<file path="config.mk">
export PLATFORM = sky130hd
export DESIGN_NAME = hilo_regs
export DESIGN_NICKNAME = d
export VERILOG_FILES = /design/src/common/ex_pkg.sv /design/src/hw/hilo_regs.sv
export SDC_FILE = /design/constraint.sdc
export NUM_CORES = 1
export LEC_CHECK = 0
export ABC_CLOCK_PERIOD_IN_PS = 2700
export BUFFER_PORTS_ARGS = -buffer_cell sky130_fd_sc_hd__buf_2
export CAP_MARGIN = 20
export CELL_PAD_IN_SITES_DETAIL_PLACEMENT = 0
export CELL_PAD_IN_SITES_GLOBAL_PLACEMENT = 1
export CORE_ASPECT_RATIO = 0.6
export CORE_MARGIN = 2
export CORE_UTILIZATION = 33
export CTS_CLUSTER_SIZE = 16
export DETAILED_ROUTE_END_ITERATION = 12
export GPL_TIMING_DRIVEN = 0
export MAX_ROUTING_LAYER = met4
export PLACE_DENSITY = 0.92
export RECOVER_POWER = 100
export SYNTH_ARGS = -nofsm -noshare
export SYNTH_HDL_FRONTEND = slang
export SYNTH_SLANG_ARGS = --single-unit
</file>
<file path="constraint.sdc">
create_clock -name clk -period 2.7 [get_ports clk]
set_input_delay 0.27 -clock clk [delete_from_list [all_inputs] [get_ports clk]]
set_output_delay 0.27 -clock clk [all_outputs]
set_load 0.05 [all_outputs]
</file>
<file path="src/common/ex_pkg.sv">
package ex_pkg;

    // datapath widths
    localparam int data_w     = 32;
    localparam int reg_addr_w = 5;
    localparam int funct_w    = 6;
    localparam int shamt_w    = 5;

    // mult/div timing
    localparam int div_cycles  = 32;
    localparam int mult_cycles = 2;
    localparam int md_cnt_w    = $clog2(div_cycles + 1);

    // SPECIAL function field
    localparam logic [funct_w-1:0] funct_sll   = 6'h00;
    localparam logic [funct_w-1:0] funct_srl   = 6'h02;
    localparam logic [funct_w-1:0] funct_sra   = 6'h03;
    localparam logic [funct_w-1:0] funct_sllv  = 6'h04;
    localparam logic [funct_w-1:0] funct_srlv  = 6'h06;
    localparam logic [funct_w-1:0] funct_srav  = 6'h07;
    localparam logic [funct_w-1:0] funct_movz  = 6'h0a;
    localparam logic [funct_w-1:0] funct_movn  = 6'h0b;
    localparam logic [funct_w-1:0] funct_mfhi  = 6'h10;
    localparam logic [funct_w-1:0] funct_mthi  = 6'h11;
    localparam logic [funct_w-1:0] funct_mflo  = 6'h12;
    localparam logic [funct_w-1:0] funct_mtlo  = 6'h13;
    localparam logic [funct_w-1:0] funct_mult  = 6'h18;
    localparam logic [funct_w-1:0] funct_multu = 6'h19;
    localparam logic [funct_w-1:0] funct_div   = 6'h1a;
    localparam logic [funct_w-1:0] funct_divu  = 6'h1b;
    localparam logic [funct_w-1:0] funct_add   = 6'h20;
    localparam logic [funct_w-1:0] funct_addu  = 6'h21;
    localparam logic [funct_w-1:0] funct_sub   = 6'h22;
    localparam logic [funct_w-1:0] funct_subu  = 6'h23;
    localparam logic [funct_w-1:0] funct_and   = 6'h24;
    localparam logic [funct_w-1:0] funct_or    = 6'h25;
    localparam logic [funct_w-1:0] funct_xor   = 6'h26;
    localparam logic [funct_w-1:0] funct_nor   = 6'h27;
    localparam logic [funct_w-1:0] funct_slt   = 6'h2a;
    localparam logic [funct_w-1:0] funct_sltu  = 6'h2b;

    // SPECIAL2 ops moved into free SPECIAL slots
    localparam logic [funct_w-1:0] funct2_mul   = 6'h1c;
    localparam logic [funct_w-1:0] funct2_madd  = 6'h1d;
    localparam logic [funct_w-1:0] funct2_maddu = 6'h1e;
    localparam logic [funct_w-1:0] funct2_msub  = 6'h1f;
    localparam logic [funct_w-1:0] funct2_msubu = 6'h2c;
    localparam logic [funct_w-1:0] funct2_clz   = 6'h2d;
    localparam logic [funct_w-1:0] funct2_clo   = 6'h2e;

    typedef struct packed {
        logic [data_w-1:0] hi;
        logic [data_w-1:0] lo;
    } hilo_parts_t;

    // same 64 bits seen as one product or as the hi/lo pair
    typedef union packed {
        logic [2*data_w-1:0] full;
        hilo_parts_t         parts;
    } hilo_word_u;

endpackage

</file>
<file path="src/hw/hilo_regs.sv">
`timescale 1ns/1ps

module hilo_regs (
    input  logic               clk,
    input  logic               rst,
    input  logic               alu_write_en,
    input  ex_pkg::hilo_word_u alu_hilo,
    input  logic               md_done,
    input  ex_pkg::hilo_word_u md_hilo,
    output ex_pkg::hilo_word_u hilo
);

    always_ff @(posedge clk) begin
        if (rst) begin
            hilo <= '0;
        end else if (md_done) begin
            hilo <= md_hilo;
        end else if (alu_write_en) begin
            hilo <= alu_hilo;
        end
    end

    // top holds off new ops until a mult/div result is retired
    write_excl: assert property (@(posedge clk) disable iff (rst)
        !(md_done && alu_write_en));

endmodule

</file>
Yosys cells after proc, flatten, opt, wreduce, memory -nomap -nowiden
Index checks and enable logic that the tools add are counted.

Reductions and logical operators: 1. Mux-type cells: 2.

Operators with widths (number): $mux 64 (2); $reduce_bool 2->1 (1).

Flip-flop bits (word level): 64. Word-level logic and storage cells: 4. Output and inout bits: 64. Bits of input ports: 132.

Longest topological paths before layout
Word-level depth: 2. Mapped depth: 4. Depth with buffers taken out: 2.

Worst setup path after synthesis
OpenSTA, ideal clock, no wires.

Path kind: input to register. From: input md_done. To: register hilo[52] (netlist bit). Arrival: 0.917 ns. Path slack: 1.644 ns. Setup time: 0.139 ns. Path buffers: 2. Stages on the path: 4. Required time: 2.561 ns. Cells stage by stage: buf_2 inv_2 clkbuf_1 a211oi_1.

Word-level cells in the longest chain between the ends: 1. Elaborated cells on any way between the ends: 2. Classes of those cells: mux (1); reduce/logical (1).

RTL lines: start, declared (RTL line hilo_regs.sv:8) `input logic md_done,`; $mux 64 / $reduce_bool 2->1 (equally long branches); end signal, assigned (RTL line hilo_regs.sv:17) `hilo <= md_hilo;`; end signal, assigned (RTL line hilo_regs.sv:19) `hilo <= alu_hilo;`; end, declared (RTL line hilo_regs.sv:10) `output ex_pkg::hilo_word_u hilo`.

Several ways; a longest one is shown, not always the timed one. A chain may end at the register's enable or synchronous reset.

Worst setup path in the final report
From: register hilo[20] (netlist bit). To: output hilo[20] (netlist bit).

No word-level cell between the ends.

==> results.cfg <==
[power]
comb_power_share_pct = 22.1
total_leakage_power_uw = 0.00196
p_clk_share_pct = 42.1
cellPowerDensity_mw_per_mm2 = 675
sw_frac_of_total_pct = 29.4
p_int_uw = 2090
seq_power_share_pct = 35.8
ir_drop_v = 0.000359
switching_power_uw = 868

[flow_run]
max_cap_violations = 0

[routing]
ant_nets = 0
drcViolationCount = 0
via_per_inst = 4.78
dr.first_iter.drc_count = 89
avgRoutedWirePerCell_um = 14.8
final_routed_wirelength_mm = 9.01
detailroute.via_count = 2901
dr.pass1.iters = 4

[yosys]
mean_instance_size_in_the_synthesized_netlist_um2 = 10.7
yosys_most_used_dff = dfxtp_1
synth.top_cells.by_area = dfxtp_1 (42%), mux2i_1 (21%), a211oi_1 (15%)
synth-async-reset-ratio_pct = 0
synth_seq_area_share_pct = 42.1
synth_seq_cells = 64
synthTopCellsByCount = dfxtp_1 (64), mux2i_1 (64), nor2b_1 (64)
postSynthNetCount = 416
yosysUniqueCellTypes = 10
share_of_the_synthesized_area_in_the_top_cell_type_pct = 42.1
ys_warn_count = 0
post_synth_inst_count = 284
synth_top_area_cell = dfxtp_1
post_synth_instance_area_mm2 = 0.00305
post_synth_edffs = 0

[placed_design]
gp_congestion = 0.783
placedInstanceArea_mm2 = 0.00415
placedCellCount = 592
placement.io_buffers = 192
hpwl_mm = 6.80

[clocking]
cts_tree = built
post_cts.repair.setup_buffers = 0
cts.reportedPaths.clkPinSlew_ns = 0.06
ctsHoldBuffers = 0
max-clock-path-buffers = 2
cts_htree_levels = 3
root_buffer = clkbuf_16
cts_inserted_buffers = 9
cts.sink_count = 64
post_cts_resize_count = 0
worstSkewPairLatency_ns = 0.31

[timing]
hold_slack_ns = 0.241
slew_headroom_pct = 57.3
max_clock_freq_ghz = 0.702
finalHoldViolations = 0
timing_worst_slew_pin_value_ns = 0.644
period_share_pct = 52.8
final_setup_tns_ns = 0
skew_ns = 0
maxSlewViolCount = 0
finalWorstPathRequiredPeriod_ns = 1.42
unrepaired_setup_endpoints_after_global_routing = no
number_of_failing_setup_endpoints_in_the_final_timing_report = 0

[layout]
n_antenna_cell = 0
post_route_cells_drive_above_1_share_pct = 31.0
largestRegisters = hilo: 64 flops
largest_register = hilo
finalNetCount = 619
synthToLayoutAreaGrowth_pct = 43.7
post_layout_nonfiller_instances = 607
final_cell_area_mm2 = 0.00438
n_fill_cell = 915
largest_reg_flops = 64

[floorplan]
initial_utilization_pct = 33.6
floorplan.die.width_um = 128
core_area_mm2 = 0.00905
num_io_pins = 196
row_count = 27
dieArea_mm2 = 0.0100
fp.dieH_um = 78.4

[worst_setup_path]
setup.worst_path.start = hilo[20]$_SDFFE_PP0P_
largest_stage_delay_on_the_critical_path_ns = 0.48
path_cells = clkbuf_1
path_class = reg -> out
r2r_setup_slack_ns = 1.93
critical_path.slowest_cell = clkbuf_1
crit_path_end_kind = output pin
critPathRequiredTime_ns = 2.43
cp.arrival_ns = 1.15
critical_path.reg2reg.startpoint = hilo[12]$_SDFFE_PP0P_
timing.critical_path.buf_inv = 1
worstSetupEndpoint = hilo[20]
path_depth = 1
path_max_fanout = 2
reg2regPathDepth = 2
cpLargestDelayFamily = buffers and inverters
critical_path.startpoint_type = flop
critical_path.reg2reg.endpoint = hilo[12]$_SDFFE_PP0P_

[status]
run_status = complete, no violations

[global_routing]
globalRouteTotalUtil_pct = 18.1
grt_antenna_before_repair = 0
grt_max_degree = 11
number_of_global_route_vias_before_repair = 2880
grt_first_pass_wirelength_mm = 14.0
grt_remaining_overflow = 0

[hold_path]
hold_class = in -> reg
-- per-stage QoR --
stage / utilization, % / power, uW / setup WS (ns)
2_1_floorplan: - / 1540 / 1.64
3_3_place_gp: 45.9 / 1740 / 1.25
3_5_place_dp: 45.9 / 1750 / 1.25
4_1_cts: 49.4 / 3010 / 1.46
5_1_grt: 48.3 / 3090 / 1.13
6_report: 48.3 / 2950 / 1.28
-- layer usage --
layer	vias up	wire (um)	GRT usage, %
li1	1440	-	-
met1	1324	4400	23.0
met2	130	3860	27.9
met3	7	714	6.34
met4	0	42	4.18
met5	-	0	-
-- final cells by class --
class	instances	area (um2)	area share, %
clock inverters	3	65.1	1.49
plain buffers	27	211	4.83
repair buffers	192	881	20.1
flip-flops and latches	64	1280	29.3
well taps	116	145	3.32
inverters	1	3.75	0.0858
clock buffers	12	256	5.86
multi-input cells	192	1530	35.0
-- power groups by stage --
stage / Sequential [uW] / Clock (uW) / Combinational (uW)
floorplan: 1320 / 0 / 215
global placement: 1070 / 0 / 672
detailed placement: 1070 / 0 / 680
CTS: 1050 / 1280 / 681
global route: 1070 / 1330 / 696
finish: 1060 / 1240 / 653
-- worst register-to-register path: cells and delay by family, from the launching register on --
| family | cells | cell delay, ns |
|---|---|---|
| AO/OA/AOI/OAI | 1 | 0.25 |
| multiplexers | 1 | 0.08 |
| flip-flops | 1 | 0.35 |
-- layout by cell type, fill, tap and decap left out --
cell type / synthesis / final
buf_8: 1 / 1
mux2i_1: 64 / 64
bufinv_16: 0 / 2
buf_12: 6 / 6
clkbuf_8: 0 / 2
clkbuf_16: 0 / 9
clkbuf_1: 17 / 84
clkinv_2: 0 / 1
inv_1: 0 / 1
a211oi_1: 59 / 62
dfxtp_1: 64 / 64
nor2b_1: 64 / 64
buf_2: 3 / 129
a211oi_2: 5 / 2
-- logic make-up after synthesis --
logic type             share of synthesized area, %
AOI/OAI and AO/OA                              16.6
and+or+nand+nor                                13.1
muxes                                          21.0
DFF                                            42.1
buffers and inverters                          7.15
-- worst min path at each step --
stage | end | startpoint | cells after the start | slack [ns]
3_5_place_dp | hilo[16]$_SDFFE_PP0P_ | hilo[16]$_SDFFE_PP0P_ | 2 | 0.54
5_1_grt | hilo[14]$_SDFFE_PP0P_ | md_hilo[14] | 3 | 0.24
4_1_cts | hilo[13]$_SDFFE_PP0P_ | md_hilo[13] | 3 | 0.23
6_report | hilo[41]$_SDFFE_PP0P_ | md_hilo[41] | 3 | 0.24
2_1_floorplan | hilo[0]$_SDFFE_PP0P_ | md_hilo[0] | 2 | 0.46
3_3_place_gp | hilo[3]$_SDFFE_PP0P_ | hilo[3]$_SDFFE_PP0P_ | 2 | 0.53
Power figures use the tool's default switching activity.
