$ cat config.mk
export PLATFORM = sky130hd
export DESIGN_NAME = mult_div_unit
export DESIGN_NICKNAME = d
export VERILOG_FILES = /design/src/common/ex_pkg.sv /design/src/mult_div/mult_div_unit.sv
export SDC_FILE = /design/constraint.sdc
export NUM_CORES = 2
export LEC_CHECK = 0
export BUFFER_PORTS_ARGS = -buffer_cell sky130_fd_sc_hd__buf_2
export CAP_MARGIN = 20
export CORE_UTILIZATION = 40
export DETAILED_ROUTE_END_ITERATION = 12
export GPL_TIMING_DRIVEN = 0
export HOLD_SLACK_MARGIN = 0.1
export PLACE_DENSITY = 0.65
export SETUP_SLACK_MARGIN = 0.5
export SLEW_MARGIN = 20
export SYNTH_ARGS = -nofsm -noshare
export SYNTH_HDL_FRONTEND = slang
export SYNTH_SLANG_ARGS = --single-unit
$ cat constraint.sdc
create_clock -name clk -period 14.45 [get_ports clk]
set_clock_uncertainty 0.05 [all_clocks]
set_input_delay 0.7225 -clock clk [delete_from_list [all_inputs] [get_ports clk]]
set_output_delay 0.7225 -clock clk [all_outputs]
set_load 0.01 [all_outputs]
$ cat src/common/ex_pkg.sv
package ex_pkg;

    // datapath widths
    localparam int data_w     = 32;
    localparam int reg_addr_w = 5;
    localparam int funct_w    = 6;
    localparam int shamt_w    = 5;

    // mult/div timing
    localparam int div_cycles  = 32;
    localparam int mult_cycles = 2;
    localparam int md_cnt_w    = $clog2(div_cycles + 1);

    // SPECIAL function field
    localparam logic [funct_w-1:0] funct_sll   = 6'h00;
    localparam logic [funct_w-1:0] funct_srl   = 6'h02;
    localparam logic [funct_w-1:0] funct_sra   = 6'h03;
    localparam logic [funct_w-1:0] funct_sllv  = 6'h04;
    localparam logic [funct_w-1:0] funct_srlv  = 6'h06;
    localparam logic [funct_w-1:0] funct_srav  = 6'h07;
    localparam logic [funct_w-1:0] funct_movz  = 6'h0a;
    localparam logic [funct_w-1:0] funct_movn  = 6'h0b;
    localparam logic [funct_w-1:0] funct_mfhi  = 6'h10;
    localparam logic [funct_w-1:0] funct_mthi  = 6'h11;
    localparam logic [funct_w-1:0] funct_mflo  = 6'h12;
    localparam logic [funct_w-1:0] funct_mtlo  = 6'h13;
    localparam logic [funct_w-1:0] funct_mult  = 6'h18;
    localparam logic [funct_w-1:0] funct_multu = 6'h19;
    localparam logic [funct_w-1:0] funct_div   = 6'h1a;
    localparam logic [funct_w-1:0] funct_divu  = 6'h1b;
    localparam logic [funct_w-1:0] funct_add   = 6'h20;
    localparam logic [funct_w-1:0] funct_addu  = 6'h21;
    localparam logic [funct_w-1:0] funct_sub   = 6'h22;
    localparam logic [funct_w-1:0] funct_subu  = 6'h23;
    localparam logic [funct_w-1:0] funct_and   = 6'h24;
    localparam logic [funct_w-1:0] funct_or    = 6'h25;
    localparam logic [funct_w-1:0] funct_xor   = 6'h26;
    localparam logic [funct_w-1:0] funct_nor   = 6'h27;
    localparam logic [funct_w-1:0] funct_slt   = 6'h2a;
    localparam logic [funct_w-1:0] funct_sltu  = 6'h2b;

    // SPECIAL2 ops moved into free SPECIAL slots
    localparam logic [funct_w-1:0] funct2_mul   = 6'h1c;
    localparam logic [funct_w-1:0] funct2_madd  = 6'h1d;
    localparam logic [funct_w-1:0] funct2_maddu = 6'h1e;
    localparam logic [funct_w-1:0] funct2_msub  = 6'h1f;
    localparam logic [funct_w-1:0] funct2_msubu = 6'h2c;
    localparam logic [funct_w-1:0] funct2_clz   = 6'h2d;
    localparam logic [funct_w-1:0] funct2_clo   = 6'h2e;

    typedef struct packed {
        logic [data_w-1:0] hi;
        logic [data_w-1:0] lo;
    } hilo_parts_t;

    // same 64 bits seen as one product or as the hi/lo pair
    typedef union packed {
        logic [2*data_w-1:0] full;
        hilo_parts_t         parts;
    } hilo_word_u;

endpackage

$ cat src/mult_div/mult_div_unit.sv
`timescale 1ns/1ps

module mult_div_unit (
    input  logic                       clk,
    input  logic                       rst,
    input  logic                       start,
    input  logic [ex_pkg::funct_w-1:0] funct,
    input  logic [ex_pkg::data_w-1:0]  operand_1,
    input  logic [ex_pkg::data_w-1:0]  operand_2,
    output logic                       busy,
    output logic                       done,
    output ex_pkg::hilo_word_u         md_hilo
);

    logic                          start_div;
    logic                          start_signed;
    logic [ex_pkg::data_w-1:0]     abs_1;
    logic [ex_pkg::data_w-1:0]     abs_2;
    logic [ex_pkg::md_cnt_w-1:0]   cnt;
    logic                          is_div;
    logic                          is_signed;
    // dividend shifts out of op_a while quotient bits shift in
    logic [ex_pkg::data_w-1:0]     op_a;
    logic [ex_pkg::data_w-1:0]     op_b;
    logic [ex_pkg::data_w-1:0]     rem;
    logic                          neg_q;
    logic                          neg_r;
    logic [2*ex_pkg::data_w-1:0]   ext_a;
    logic [2*ex_pkg::data_w-1:0]   ext_b;
    logic [2*ex_pkg::data_w-1:0]   prod;
    logic [ex_pkg::data_w:0]       shifted;
    logic [ex_pkg::data_w+1:0]     diff;

    assign start_div    = (funct == ex_pkg::funct_div) || (funct == ex_pkg::funct_divu);
    assign start_signed = (funct == ex_pkg::funct_div) || (funct == ex_pkg::funct_mult);
    assign abs_1 = (start_signed && operand_1[ex_pkg::data_w-1]) ? -operand_1 : operand_1;
    assign abs_2 = (start_signed && operand_2[ex_pkg::data_w-1]) ? -operand_2 : operand_2;

    // low 64 bits of the extended product suit both signed and unsigned
    assign ext_a = {{ex_pkg::data_w{is_signed && op_a[ex_pkg::data_w-1]}}, op_a};
    assign ext_b = {{ex_pkg::data_w{is_signed && op_b[ex_pkg::data_w-1]}}, op_b};

    // restoring step with the top bit of diff as the borrow
    assign shifted = {rem, op_a[ex_pkg::data_w-1]};
    assign diff    = {1'b0, shifted} - {2'b00, op_b};

    always_ff @(posedge clk) begin
        if (rst) begin
            busy <= 1'b0;
            done <= 1'b0;
            cnt  <= '0;
        end else begin
            done <= 1'b0;
            if (start) begin
                busy <= 1'b1;
                cnt  <= start_div ? ex_pkg::md_cnt_w'(ex_pkg::div_cycles)
                                  : ex_pkg::md_cnt_w'(ex_pkg::mult_cycles - 1);
            end else if (busy) begin
                if (cnt == '0) begin
                    busy <= 1'b0;
                    done <= 1'b1;
                end else begin
                    cnt <= cnt - 1'b1;
                end
            end
        end
    end

    always_ff @(posedge clk) begin
        if (start) begin
            is_div    <= start_div;
            is_signed <= start_signed && !start_div;
            op_a      <= start_div ? abs_1 : operand_1;
            op_b      <= start_div ? abs_2 : operand_2;
            rem       <= '0;
            // divide by zero keeps all-ones quotient and the dividend
            neg_q <= start_signed && (operand_1[ex_pkg::data_w-1] ^ operand_2[ex_pkg::data_w-1])
                     && (operand_2 != '0);
            neg_r <= start_signed && operand_1[ex_pkg::data_w-1];
        end else if (busy && cnt != '0) begin
            if (is_div) begin
                rem  <= diff[ex_pkg::data_w+1] ? shifted[ex_pkg::data_w-1:0]
                                               : diff[ex_pkg::data_w-1:0];
                op_a <= {op_a[ex_pkg::data_w-2:0], !diff[ex_pkg::data_w+1]};
            end else begin
                prod <= ext_a * ext_b;
            end
        end else if (busy) begin
            if (is_div) begin
                md_hilo.parts.hi <= neg_r ? -rem : rem;
                md_hilo.parts.lo <= neg_q ? -op_a : op_a;
            end else begin
                md_hilo.full <= prod;
            end
        end
    end

    no_restart: assert property (@(posedge clk) disable iff (rst) start |-> !busy);

endmodule

== Word level (Yosys, flattened, before mapping) ==
Index checks and enable logic that the tools add are counted.
Widths: inputs -> output; s select.
Cells by class
  $add $sub $neg: 6
  multiply operators: 1
  div/mod/pow operators: 0
  magnitude comparators: 0
  equality and inequality tests: 4
  shifts and indexed selects: 0
  muxes and demuxes: 19
  bitwise operators: 5
  reduce and logical (&&, ||, !) cells: 24
Operators by type and width (count)
  $mux 32: 10
  $neg 32->32: 4
  $mul 33x33->64: 1
  $mux 64: 1
  $sub 33x32->34: 1
  $reduce_bool 32->1: 1
  $mux 6: 4
  $eq 6x5->1 const B: 3
  $logic_and 1x1->1: 8
  $logic_not 6->1: 1
  $reduce_and 2->1: 3
  $reduce_and 3->1: 2
  $reduce_bool 2->1: 3
  $reduce_bool 6->1: 1
  $sub 6x1->6 const B: 1
  $mux 1: 4
  $not 1->1: 4
  $reduce_or 3->1: 1
  $logic_not 1->1: 2
  $logic_or 1x1->1: 2
  $ne 2x2->1 const B: 1
  $xor 1x1->1: 1
Word-level totals
  register bits: 236
  latch bits: 0
  memory bits (writable): 0
  ROM bits: 0
  bits of input ports: 73
  output and inout port bits: 66
  logic and storage cells: 71
  memories: 0

== Depth between registers and ports, before layout ==
  depth in word-level cells: 6
  mapped depth: 29
  gate-level depth less buffers: 27

== Worst setup path before layout ==
Ideal clock, no wire load.
  kind: reg-to-reg
  from: register is_signed
  to: register prod[63] (netlist name), data pin
  library setup time: 0.264 ns
  arrival time: 7.495 ns
  data required time: 14.136 ns
  path slack: 6.642 ns
  stages on the path, launching flop included: 25
  path buffers: 2
  period minus slack after synthesis: 7.808 ns
  path through: edfxtp_1 > and2_1 > clkbuf_1 > nand2_1 > inv_1 > fa_1 > inv_1 > fa_1 > inv_1 > fa_1 > fa_1 > inv_1 > fa_1 > fa_1 > fa_1 > fa_1 > inv_1 > ha_1 > clkbuf_1 > nand3_1 > o21ai_0 > nor4b_1 > o41ai_1 > a221oi_1 > xnor2_1
On the way
  longest elaborated chain between the ends: 2
  elaborated cells on any way between the ends: 3
  those cells by class: mul (1); reduce/logical (2)
RTL lines
  start: declaration: RTL line mult_div_unit.sv:21  | logic is_signed;
  start signal: assignment: RTL line mult_div_unit.sv:72  | is_signed <= start_signed && !start_div;
  $logic_and 1x1->1 (on tied branches): RTL line mult_div_unit.sv:40, mult_div_unit.sv:41
  $mul 33x33->64 *: RTL line mult_div_unit.sv:86  | prod <= ext_a * ext_b;
  end signal: assignment: RTL line mult_div_unit.sv:86
  end: declaration: RTL line mult_div_unit.sv:30  | logic [2*ex_pkg::data_w-1:0] prod;
Every way passes the cells marked *; elsewhere a longest branch is shown, timed or not.
A chain may end at the register's enable or synchronous reset.

== Worst setup path in the final report ==
  from: register op_a[22] (netlist name)
  to: register prod[63] (netlist name), data pin
On the way
  longest elaborated chain between the ends: 1
RTL lines
  start: declaration: RTL line mult_div_unit.sv:23  | logic [ex_pkg::data_w-1:0] op_a;
  start signal: assignment: RTL line mult_div_unit.sv:73  | op_a <= start_div ? abs_1 : operand_1;
  start signal: assignment: RTL line mult_div_unit.sv:84  | op_a <= {op_a[ex_pkg::data_w-2:0], !diff[ex_pkg::data_w+1]};
  $mul 33x33->64: RTL line mult_div_unit.sv:86
No other way between the ends.

==> results.txt <==
Number of enable flip-flop cells after synthesis = 196
Hold Path Origin = operand_2[0]
Die Area = 0.1285 mm²
RSZ-0062 raised after global routing = no
CTS buffer count = 28
DR WL/cell = 27.96 µm
YS warnings = 0
Clk slew on worst S/H paths = 0.07 ns
Synthesized Nets = 6879
Arr. time, crit path = 11.13 ns
DRT iter0 DRCs = 4059
Outcome = finished, final reports clean
R2r startpoint = op_a[22]
Slew @ Worst Pin = 1.278 ns
Simple-Gate Fraction of Synth Area = 14.57%
IO Count = 139
Tot GR Track Use = 32.39%
Minimum clock period = 10.85 ns
Nets = 7063
Final wirelength = 204000 µm
Worst hold path type = in2reg
Placed Instance Area = 0.05376 mm²
Largest net degree at the start of global routing = 42
Skew-Pair Late Insertion Delay = 0.63 ns
CP max-delay cell = buf_1
Clk sink count = 236
Number of antenna violations at the first check in global routing = 18
Synthesized area per cell = 9.362 µm²
Synth Area in Adders = 50.53%
Post-Synth XOR/XNOR Area = 3.843%
Post-CTS sizing = 0
Post-synthesis cell type count = 83
Die height = 358.5 µm
DR pass1 iterations = 6
Fmax = 0.09220 GHz
Finished Cell Area = 0.05477 mm²
Critical Path Start = op_a[22]
Hold Buf Count CTS = 0
First-pass GRT wire length = 292500 µm
Mux cell area share after synthesis = 0.7902%
Delay of the slowest critical-path stage = 0.92 ns
Core Box Area = 0.1259 mm²
Share of cells above drive strength 1 = 4.881%
Crit path kind = reg2reg
Initial Util = 40.37%
Clock buffer depth = 3
Synth Area in Compound Gates = 6.238%
Most common cell after layout, fill and taps aside = inv_1
Layout area overhead = 7.759%
Fin crit share = 75.06%
Remaining antenna violation count = 0
Critical path endpoint category = flop
Count of final hold-check violations = 0
Setup TNS = 0 ns
Clock H-tree levels = 1
Post-Syn Area = 0.05083 mm²
Final setup fails = 0
Vias = 39910
Total gr overflow = 0
DRC errors left = 0
Synth Register Bits = 236
Relative slew slack = 14.82%
Fin. max-slew vios = 0
WP data required = 14.74 ns
Sequential fraction of the synthesis area = 13.15%
Startpoint Class = flop
Root Buffer = clkbuf_16
CTS tree = built
Max Fanout on Critical Path = 10
Vias in the first global route = 41620
Top FF cell, synth = edfxtp_1
Max-Cap Viols = 0
DIE WIDTH = 358.5 µm
Row count = 130
IO Port Bufs = 137
Syn Inst Count = 5429
Filler cells = 12450
Vias per cell = 5.469
Post-CTS Repair Setup Buffers = 0
Hpwl dp = 170900 µm
Largest family of logic cells by synthesized area = adder cells
Placer Congestion = 1.047
Post-synth ARST share = 0%
Crit-path most repeated cell = fa_1
Commonest cells after routing, fill and taps aside = 1167 x inv_1, 1125 x fa_1, 780 x nand2_1
[state kept, by name, summed over array words and instances (netlist names)]
name,flops
neg_r,1
prod,64
op_a,32
op_b,32
is_signed,1
is_div,1
md_hilo,64
cnt,6
done,1
rem,32
neg_q,1
busy,1
[synthesized netlist by cell type (4+ instances only)]
cell | count | area [µm²]
buf_6 | 4 | 45.04
o21a_1 | 15 | 112.6
nor4_2 | 4 | 50.05
nor2b_1 | 14 | 87.58
edfxtp_1 | 196 | 5886
clkbuf_1 | 263 | 987.2
nand2b_1 | 9 | 56.30
dfxtp_1 | 40 | 800.8
and4_1 | 4 | 35.03
o21ai_0 | 85 | 425.4
o31a_1 | 4 | 35.03
a32oi_1 | 8 | 70.07
nand3_1 | 33 | 165.2
or4_1 | 8 | 60.06
inv_1 | 1168 | 4384
and2_1 | 330 | 2064
ha_1 | 251 | 3141
a21oi_1 | 192 | 960.9
a41oi_1 | 4 | 35.03
a31oi_1 | 15 | 93.84
nor4_1 | 10 | 62.56
o211ai_1 | 7 | 52.55
a221oi_1 | 4 | 35.03
or3_1 | 18 | 112.6
o31ai_1 | 25 | 187.7
nor3_1 | 24 | 120.1
fa_1 | 1126 | 22540
o41ai_1 | 9 | 78.83
nand4_1 | 25 | 156.4
mux2i_1 | 21 | 210.2
and3_1 | 30 | 187.7
nand2_1 | 780 | 2928
o211a_1 | 4 | 40.04
or2_2 | 14 | 87.58
o21ai_1 | 17 | 85.08
o21bai_1 | 16 | 120.1
a211oi_1 | 18 | 135.1
mux2_2 | 17 | 191.4
a21o_1 | 49 | 367.9
buf_1 | 27 | 101.4
xnor2_1 | 115 | 1007
xor2_1 | 108 | 945.9
nor2_1 | 258 | 968.4
[per-layer routing]
layer | wire length (µm) | vias up | part of all wire [%] | global-route usage [%]
met5 | 11 | - | 0.0054 | 0
met3 | 18280 | 496 | 9.0 | 6.391
met2 | 90280 | 1984 | 44 | 49.32
li1 | - | 16740 | - | -
met1 | 80170 | 20680 | 39 | 42.47
met4 | 15280 | 2 | 7.5 | 20.17
[critical path: cells and delay by family (launching register included)]
kind                     cells  cell delay (ns)
buffers and inverters        8             2.36
XOR/XNOR                     1             0.16
AND/OR/NAND/NOR              5             1.36
flip-flops                   1             0.35
AO/OA/AOI/OAI                4             1.79
adder cells (fa/ha/maj)      9             4.46
[cell families after synthesis]
| group | count (synthesis) |
|---|---|
| simple gates | 1588 |
| buf+inv | 1465 |
| fa+ha+maj | 1377 |
| compound gates | 502 |
| flops | 236 |
| xor+xnor | 223 |
| mux | 38 |
[per-stage QoR]
stage	hold WS (ns)	std cells	util [%]	worst slack, ns
after floorplan	0.4256	5429	-	6.642
after global placement	0.4449	7216	42.56	3.797
after detailed placement	0.4622	7231	42.70	4.015
after CTS	0.3400	7282	43.45	3.951
after global routing	0.3647	7285	43.48	3.487
final	0.3797	7296	43.51	3.604
[area by class of cell]
| type | count | area [µm²] | area share (%) |
|---|---|---|---|
| Sequential cell | 236 | 6686 | 12.21 |
| Tap cell | 1650 | 2064 | 3.769 |
| Buffer | 296 | 1152 | 2.104 |
| Clock inverter | 20 | 225.2 | 0.4112 |
| Multi-Input combinational cell | 3728 | 38650 | 70.57 |
| Antenna cell | 12 | 30.03 | 0.05482 |
| Inverter | 1169 | 4388 | 8.011 |
| Timing Repair Buffer | 154 | 863.3 | 1.576 |
| Clock buffer | 31 | 711.9 | 1.300 |
[path summary, 6_finish.rpt]
path,endpoint,slack [ns],cells after the start
max,prod[63],3.60,27
min,op_b[0],0.38,1
max reg2reg,prod[63],3.60,27
min reg2reg,cnt[1],0.47,2
Power is not shown: default switching activity piles up to over one toggle a cycle in this logic, so the estimate is an artifact.
