`config.mk`:
```
export PLATFORM = sky130hd
export DESIGN_NAME = ex_alu
export DESIGN_NICKNAME = d
export VERILOG_FILES = /design/src/common/ex_pkg.sv /design/src/ex_stage/ex_alu.sv /design/src/hw/bit_counter.sv
export SDC_FILE = /design/constraint.sdc
export NUM_CORES = 2
export LEC_CHECK = 0
export BUFFER_PORTS_ARGS = -buffer_cell sky130_fd_sc_hd__buf_2
export CAP_MARGIN = 20
export CORE_ASPECT_RATIO = 1.1
export CORE_MARGIN = 10
export CORE_UTILIZATION = 55
export DETAILED_ROUTE_END_ITERATION = 8
export GPL_TIMING_DRIVEN = 1
export PLACE_DENSITY = 0.72
export SYNTH_ARGS = -nofsm -noshare
export SYNTH_HDL_FRONTEND = slang
export SYNTH_SLANG_ARGS = --single-unit
```
`constraint.sdc`:
```
create_clock -name vclk -period 25.9
set_clock_uncertainty 0.15 [all_clocks]
set_input_delay 6.475 -clock vclk [all_inputs]
set_output_delay 6.475 -clock vclk [all_outputs]
set_load 0.02 [all_outputs]
```
`src/common/ex_pkg.sv`:
```
package ex_pkg;

    // datapath widths
    localparam int data_w     = 32;
    localparam int reg_addr_w = 5;
    localparam int funct_w    = 6;
    localparam int shamt_w    = 5;

    // mult/div timing
    localparam int div_cycles  = 32;
    localparam int mult_cycles = 2;
    localparam int md_cnt_w    = $clog2(div_cycles + 1);

    // SPECIAL function field
    localparam logic [funct_w-1:0] funct_sll   = 6'h00;
    localparam logic [funct_w-1:0] funct_srl   = 6'h02;
    localparam logic [funct_w-1:0] funct_sra   = 6'h03;
    localparam logic [funct_w-1:0] funct_sllv  = 6'h04;
    localparam logic [funct_w-1:0] funct_srlv  = 6'h06;
    localparam logic [funct_w-1:0] funct_srav  = 6'h07;
    localparam logic [funct_w-1:0] funct_movz  = 6'h0a;
    localparam logic [funct_w-1:0] funct_movn  = 6'h0b;
    localparam logic [funct_w-1:0] funct_mfhi  = 6'h10;
    localparam logic [funct_w-1:0] funct_mthi  = 6'h11;
    localparam logic [funct_w-1:0] funct_mflo  = 6'h12;
    localparam logic [funct_w-1:0] funct_mtlo  = 6'h13;
    localparam logic [funct_w-1:0] funct_mult  = 6'h18;
    localparam logic [funct_w-1:0] funct_multu = 6'h19;
    localparam logic [funct_w-1:0] funct_div   = 6'h1a;
    localparam logic [funct_w-1:0] funct_divu  = 6'h1b;
    localparam logic [funct_w-1:0] funct_add   = 6'h20;
    localparam logic [funct_w-1:0] funct_addu  = 6'h21;
    localparam logic [funct_w-1:0] funct_sub   = 6'h22;
    localparam logic [funct_w-1:0] funct_subu  = 6'h23;
    localparam logic [funct_w-1:0] funct_and   = 6'h24;
    localparam logic [funct_w-1:0] funct_or    = 6'h25;
    localparam logic [funct_w-1:0] funct_xor   = 6'h26;
    localparam logic [funct_w-1:0] funct_nor   = 6'h27;
    localparam logic [funct_w-1:0] funct_slt   = 6'h2a;
    localparam logic [funct_w-1:0] funct_sltu  = 6'h2b;

    // SPECIAL2 ops moved into free SPECIAL slots
    localparam logic [funct_w-1:0] funct2_mul   = 6'h1c;
    localparam logic [funct_w-1:0] funct2_madd  = 6'h1d;
    localparam logic [funct_w-1:0] funct2_maddu = 6'h1e;
    localparam logic [funct_w-1:0] funct2_msub  = 6'h1f;
    localparam logic [funct_w-1:0] funct2_msubu = 6'h2c;
    localparam logic [funct_w-1:0] funct2_clz   = 6'h2d;
    localparam logic [funct_w-1:0] funct2_clo   = 6'h2e;

    typedef struct packed {
        logic [data_w-1:0] hi;
        logic [data_w-1:0] lo;
    } hilo_parts_t;

    // same 64 bits seen as one product or as the hi/lo pair
    typedef union packed {
        logic [2*data_w-1:0] full;
        hilo_parts_t         parts;
    } hilo_word_u;

endpackage

```
`src/ex_stage/ex_alu.sv`:
```
`timescale 1ns/1ps

module ex_alu (
    input  logic [ex_pkg::funct_w-1:0] funct,
    input  logic [ex_pkg::shamt_w-1:0] shamt,
    input  logic [ex_pkg::data_w-1:0]  operand_1,
    input  logic [ex_pkg::data_w-1:0]  operand_2,
    input  logic                       write_reg_en_in,
    input  ex_pkg::hilo_word_u         hilo,
    output logic [ex_pkg::data_w-1:0]  result,
    output logic                       write_reg_en,
    output logic                       overflow,
    output logic                       hilo_write_en,
    output ex_pkg::hilo_word_u         hilo_next
);

    logic                          subtract;
    logic [ex_pkg::data_w-1:0]     operand_2_mux;
    logic [ex_pkg::data_w-1:0]     sum;
    logic                          overflow_sum;
    logic                          less_than;
    logic [ex_pkg::data_w-1:0]     count;
    logic                          mul_signed;
    logic [2*ex_pkg::data_w-1:0]   ext_1;
    logic [2*ex_pkg::data_w-1:0]   ext_2;
    logic [2*ex_pkg::data_w-1:0]   product;

    assign subtract      = (funct == ex_pkg::funct_sub) || (funct == ex_pkg::funct_subu);
    assign operand_2_mux = subtract ? ~operand_2 + 1'b1 : operand_2;
    assign sum           = operand_1 + operand_2_mux;

    // operand 2 sign as added, which covers a 0x80000000 subtrahend
    assign overflow_sum = (operand_1[ex_pkg::data_w-1] == (operand_2[ex_pkg::data_w-1] ^ subtract))
                          && (sum[ex_pkg::data_w-1] != operand_1[ex_pkg::data_w-1]);
    assign overflow = ((funct == ex_pkg::funct_add) || (funct == ex_pkg::funct_sub))
                      && overflow_sum;

    assign less_than = (funct == ex_pkg::funct_slt) ? ($signed(operand_1) < $signed(operand_2))
                                                    : (operand_1 < operand_2);

    bit_counter bit_counter0 (
        .funct     (funct),
        .operand_1 (operand_1),
        .count     (count)
    );

    // single-cycle product for MUL and the accumulate ops
    assign mul_signed = (funct != ex_pkg::funct2_maddu) && (funct != ex_pkg::funct2_msubu);
    assign ext_1   = {{ex_pkg::data_w{mul_signed && operand_1[ex_pkg::data_w-1]}}, operand_1};
    assign ext_2   = {{ex_pkg::data_w{mul_signed && operand_2[ex_pkg::data_w-1]}}, operand_2};
    assign product = ext_1 * ext_2;

    always_comb begin
        case (funct)
            ex_pkg::funct_and:  result = operand_1 & operand_2;
            ex_pkg::funct_or:   result = operand_1 | operand_2;
            ex_pkg::funct_xor:  result = operand_1 ^ operand_2;
            ex_pkg::funct_nor:  result = ~(operand_1 | operand_2);
            ex_pkg::funct_slt, ex_pkg::funct_sltu:
                result = {{(ex_pkg::data_w-1){1'b0}}, less_than};
            ex_pkg::funct_add, ex_pkg::funct_addu,
            ex_pkg::funct_sub, ex_pkg::funct_subu:  result = sum;
            ex_pkg::funct_movn, ex_pkg::funct_movz: result = operand_1;
            ex_pkg::funct2_clz, ex_pkg::funct2_clo: result = count;
            ex_pkg::funct2_mul: result = product[ex_pkg::data_w-1:0];
            ex_pkg::funct_mfhi: result = hilo.parts.hi;
            ex_pkg::funct_mflo: result = hilo.parts.lo;
            ex_pkg::funct_sll:  result = operand_2 << shamt;
            ex_pkg::funct_srl:  result = operand_2 >> shamt;
            ex_pkg::funct_sra:  result = $signed(operand_2) >>> shamt;
            ex_pkg::funct_sllv: result = operand_2 << operand_1[ex_pkg::shamt_w-1:0];
            ex_pkg::funct_srlv: result = operand_2 >> operand_1[ex_pkg::shamt_w-1:0];
            ex_pkg::funct_srav: result = $signed(operand_2) >>> operand_1[ex_pkg::shamt_w-1:0];
            default:            result = '0;
        endcase
    end

    always_comb begin
        case (funct)
            ex_pkg::funct_add, ex_pkg::funct_sub:
                write_reg_en = write_reg_en_in && !overflow_sum;
            // ops that only touch HI/LO
            ex_pkg::funct_mult, ex_pkg::funct_multu, ex_pkg::funct_div, ex_pkg::funct_divu,
            ex_pkg::funct_mthi, ex_pkg::funct_mtlo,
            ex_pkg::funct2_madd, ex_pkg::funct2_maddu,
            ex_pkg::funct2_msub, ex_pkg::funct2_msubu: write_reg_en = 1'b0;
            ex_pkg::funct_movn: write_reg_en = (operand_2 != '0);
            ex_pkg::funct_movz: write_reg_en = (operand_2 == '0);
            default:            write_reg_en = write_reg_en_in;
        endcase
    end

    always_comb begin
        hilo_next     = hilo;
        hilo_write_en = 1'b1;
        case (funct)
            ex_pkg::funct_mthi: hilo_next.parts.hi = operand_1;
            ex_pkg::funct_mtlo: hilo_next.parts.lo = operand_1;
            ex_pkg::funct2_madd, ex_pkg::funct2_maddu: hilo_next.full = hilo.full + product;
            ex_pkg::funct2_msub, ex_pkg::funct2_msubu: hilo_next.full = hilo.full - product;
            // mult/div results arrive from the multi-cycle unit
            default: hilo_write_en = 1'b0;
        endcase
    end

endmodule

```
`src/hw/bit_counter.sv`:
```
`timescale 1ns/1ps

module bit_counter (
    input  logic [ex_pkg::funct_w-1:0] funct,
    input  logic [ex_pkg::data_w-1:0]  operand_1,
    output logic [ex_pkg::data_w-1:0]  count
);

    logic [ex_pkg::data_w-1:0] scan;
    logic                      found;

    // CLO counts ones, so flip and count zeros
    assign scan = (funct == ex_pkg::funct2_clo) ? ~operand_1 : operand_1;

    // first set bit from the top
    always_comb begin
        count = 32'(ex_pkg::data_w);
        found = 1'b0;
        for (int i = ex_pkg::data_w - 1; i >= 0; i--) begin
            if (!found && scan[i]) begin
                count = 32'(ex_pkg::data_w - 1 - i);
                found = 1'b1;
            end
        end
    end

endmodule

```
# Word-level counts from Yosys, hierarchy flattened
# Cells that the tools add are included.
dict set report totals {
  regBits 0
  in_bits 140
  output_inout_bits 99
  elab_cells 210
}
dict set report classes {
  addsub 4
  mul 1
  order_cmp 2
  eq_ne 36
  n_shift 6
  mux 71
  bitwise_logic 7
  n_reduce_logical 83
}
# operator n
set ops {}
lappend ops {{$mux W32} 33}
lappend ops {{$pmux W32 S17} 1}
lappend ops {{$pmux W32 S3} 2}
lappend ops {{$not A32 Y32} 3}
lappend ops {{$eq A6 B6 Y1 const B} 13}
lappend ops {{$eq A6 B5 Y1 const B} 12}
lappend ops {{$add A64 B64 Y64} 1}
lappend ops {{$lt A32 B32 Y1} 2}
lappend ops {{$mul A33 B33 Y64} 1}
lappend ops {{$shl A32 B5 Y32} 2}
lappend ops {{$shr A32 B5 Y32} 2}
lappend ops {{$sshr A32 B5 Y32} 2}
lappend ops {{$sub A64 B64 Y64} 1}
lappend ops {{$logic_and A1 B1 Y1} 37}
lappend ops {{$mux W1} 33}
lappend ops {{$add A32 B1 Y32 const B} 1}
lappend ops {{$add A32 B32 Y32} 1}
lappend ops {{$and A32 B32 Y32} 1}
lappend ops {{$logic_not A1 Y1} 32}
lappend ops {{$logic_not A32 Y1} 1}
lappend ops {{$or A32 B32 Y32} 1}
lappend ops {{$reduce_bool A32 Y1} 1}
lappend ops {{$xor A32 B32 Y32} 1}
lappend ops {{$eq A6 B3 Y1 const B} 3}
lappend ops {{15 further kinds} 23}

# Logic depth before layout (Yosys ltp)
dict set report logic_depth {
  word_depth 97
  ltp_mapped 52
  depth_no_buf 47
}

# By module
# From an unflattened synthesis, not the netlist that was laid out.
dict set report unflattened {
  hier_cells 7294
  area_unflattened_um2 58182.1
}
# mod instances cells_each area_per_inst_um2 seq_area_each_um2
set modules_own_cells {}
lappend modules_own_cells {ex_alu 1 7093 56852.0 0.0}
lappend modules_own_cells {bit_counter 1 201 1330.0 0.0}

# Least setup slack after synthesis
# No wires, ideal clock.
dict set report synth_path {
  kind {in2out}
  start {input funct[4] (netlist bit)}
  end {output hilo_next[61] (netlist bit)}
  t_arrival_ns 17.448
  required_ns 19.275
  setup_slack_ns 1.827
  cell_stages 46
  path_buffers 5
  path_cell_list {clkbuf_1 > nand2b_1 > buf_2 > nor2_1 > a21oi_1 > nor3_1 > nor2_1 > clkbuf_1 > nand2_1 > inv_1 > fa_1 > inv_1 > fa_1 > inv_1 > fa_1 > fa_1 > inv_1 > fa_1 > (+10 left out) > o22ai_2 > nand2b_4 > a31oi_4 > o21ai_0 > nor2b_1 > xnor2_1 > ha_1 > clkbuf_1 > or3_1 > nor4_1 > a21oi_1 > o31ai_1 > a31oi_1 > o31a_1 > o31ai_1 > a21oi_1 > or4_1 > nand3_1}
}
# element line
set synth_lines {}
lappend synth_lines {{from (decl)} ex_alu.sv:4} ;# input logic [ex_pkg::funct_w-1:0] funct,
lappend synth_lines {{to (decl)} ex_alu.sv:14} ;# output ex_pkg::hilo_word_u hilo_next

==> flow_summary.yaml <==
outcome:
  status: "finished, final reports clean"
drt:
  drc_errors: 0
  vias_per_cell: 6.68
  ant_nets: 0
  drt_iter0_markers: 8392
  route.vias.total: 57500
  drt-total-wl_mm: 288
  drtPass1Iterations: 9
  wl_per_cell_um: 33.4
grt:
  grt_pass1_vias: 57700
  grt_max_degree: 64
  grt.busiest_layer: "met2"
  grt_pass1_wl_mm: 407
  antenna_found_initial: 35
  use_met1_pct: 56.7
  grt_usage_pct: 48.2
  grt_util_met2_pct: 70.5
  gr-usage-met3_pct: 15.3
  grt_overflow: 0
synth:
  synthTopCellsByArea: "fa_1, ha_1, inv_1"
  avgSynthCellArea_um2: 7.92
  yosysMostFrequentCell: "inv_1"
  synth_nets: 8900
  ys.warnings.count: 0
  synth_seq_area_share_pct: 0
  ys_types: 105
  yosys.area.top_type: "fa_1"
  synth_top_area_share_pct: 39.8
  synth_area_mm2: 0.0567
  synth_commonest_cells: "inv_1, fa_1, nand2_1"
  netlist_instances: 7163
sta:
  relSlewSlack_pct: 18.2
  fin_crit_sh_pct: 98.9
  setup_viol: 0
  max_freq_ghz: 0.0391
  fin_setup_tns_ps: 0
  hold_viol: 0
  rsz0062_at_grt: "no"
  worst_slew_pin_slew_ps: 1200
  final_max_slew_viol_count: 0
  fin_crit_ps: 25610
setup_path:
  cp_max_fo: 22
  path_class: "primary input to primary output"
  cp-start-kind: "primary input"
  cp.arrival_ps: 18980
  cp-startpoint: "operand_1[7]"
  critical-path-top-cell-by-count: "fa_1"
  cp.required_ps: 19270
  worstSetupEndpointType: "primary output"
  cp_slowest_cell: "a31oi_1"
  cpPeakStageDelay_ps: 920
finish:
  regArea_um2: 0
  nFillCells: 9219
  n_clock_buffer: 0
  drive_gt1_share_pct: 8.91
  seq_cell_count: 0
  area_growth_pct: 6.34
  multi_input_area_mm2: 0.0502
  fin_nets: 8964
min_path:
  hold_depth: 4
  hold_end: "hilo_next[29]"
  min_path_type: "primary input to primary output"
  worstHoldStart: "hilo[29]"
clocking:
  ctsHoldBuffers: 0
  cts_resized: 0
  cts_setup_buffers: 0
floorplanning:
  die_x_um: 326
  core_area_mm2: 0.102
  die_area_mm2: 0.116
  start_util_pct: 55.4
  num_rows: 123
  pin_count: 239
  dieHeight_um: 357
place:
  routabilityCongestion: 1.13
  portBuffers: 239
  dp_hpwl_mm: 230
flow_run:
  max_cap_viol_count: 0
==> cell type report <==
cell class	instances	share of cell area, %
inverters	1300	8.10
diodes	18	0.0747
well taps	1375	2.85
repair buffers	524	5.65
multi-input cells	5401	83.3
==> through the flow <==
step / util [%] / worst slack [ps] / std cells / cell area [um2] / hold slack [ps]
finish: 58.9 / 294 / 8618 / 60300 / 13240
global route: 58.9 / 13.2 / 8604 / 60300 / 13270
CTS: 58.8 / 630 / 8598 / 60200 / 13240
detailed placement: 58.8 / 648 / 8598 / 60200 / 13240
global placement: 58.8 / 805 / 8598 / 60200 / 13240
floorplan: - / 1830 / 7163 / 56700 / 12960
==> cells in the final DEF (no fill, tap or decap), types with 16 or more instances in the layout <==
master,instances
a211oi_1,55
a21o_1,84
a21oi_1,406
a221o_1,25
a221oi_1,60
a222oi_1,30
a22o_1,20
a22oi_1,56
a31oi_1,37
and3_1,29
buf_2,238
buf_4,279
clkinv_1,23
diode_2,18
fa_1,1128
ha_1,469
inv_1,1265
mux2i_1,183
mux4_2,16
nand2_1,968
nand2b_1,44
nand3_1,79
nand4_1,26
nor2_1,687
nor2b_1,37
nor3_1,86
nor4_1,28
o211ai_1,30
o21a_1,22
o21ai_0,195
o21bai_1,55
o221ai_1,16
o22ai_1,37
o31ai_1,29
or3_1,22
xnor2_1,148
xor2_1,43
==> metal layers <==
metal	vias up	routed length (um)	part of all wire, %
li1	23100	-	-
met1	28100	95700	33
met2	4806	119000	41
met3	1496	39400	14
met4	20	33300	12
met5	-	127	0.044
==> how the worst max path moves through the flow <==
| stage | to | slack, ps | cells past startpoint |
|---|---|---|---|
| after floorplan | hilo_next[61] | 1830 | 46 |
| after global placement | hilo_next[61] | 810 | 46 |
| after detailed placement | hilo_next[60] | 650 | 43 |
| after CTS | hilo_next[60] | 630 | 43 |
| after global routing | hilo_next[63] | 10 | 48 |
| final | hilo_next[63] | 290 | 42 |
==> critical path, delay by kind of cell <==
family	cells	cell delay, ps
buf+inv	8	1940
fa+ha+maj	11	4530
xor+xnor	2	680
compound gates	18	4870
simple gates	3	440
==> logic make-up (layout without fill, tap and decap cells) <==
| logic type | count (synthesis) | after routing | synth area share [%] |
|---|---|---|---|
| multiplexers | 210 | 210 | 4.10 |
| other | 0 | 18 | 0 |
| adder cells (fa/ha/maj) | 1597 | 1597 | 50.2 |
| XOR/XNOR | 191 | 191 | 2.95 |
| buffers and inverters | 1762 | 1824 | 11.8 |
| AO/OA/AOI/OAI | 1320 | 1320 | 15.6 |
| AND/OR/NAND/NOR | 2083 | 2083 | 15.4 |
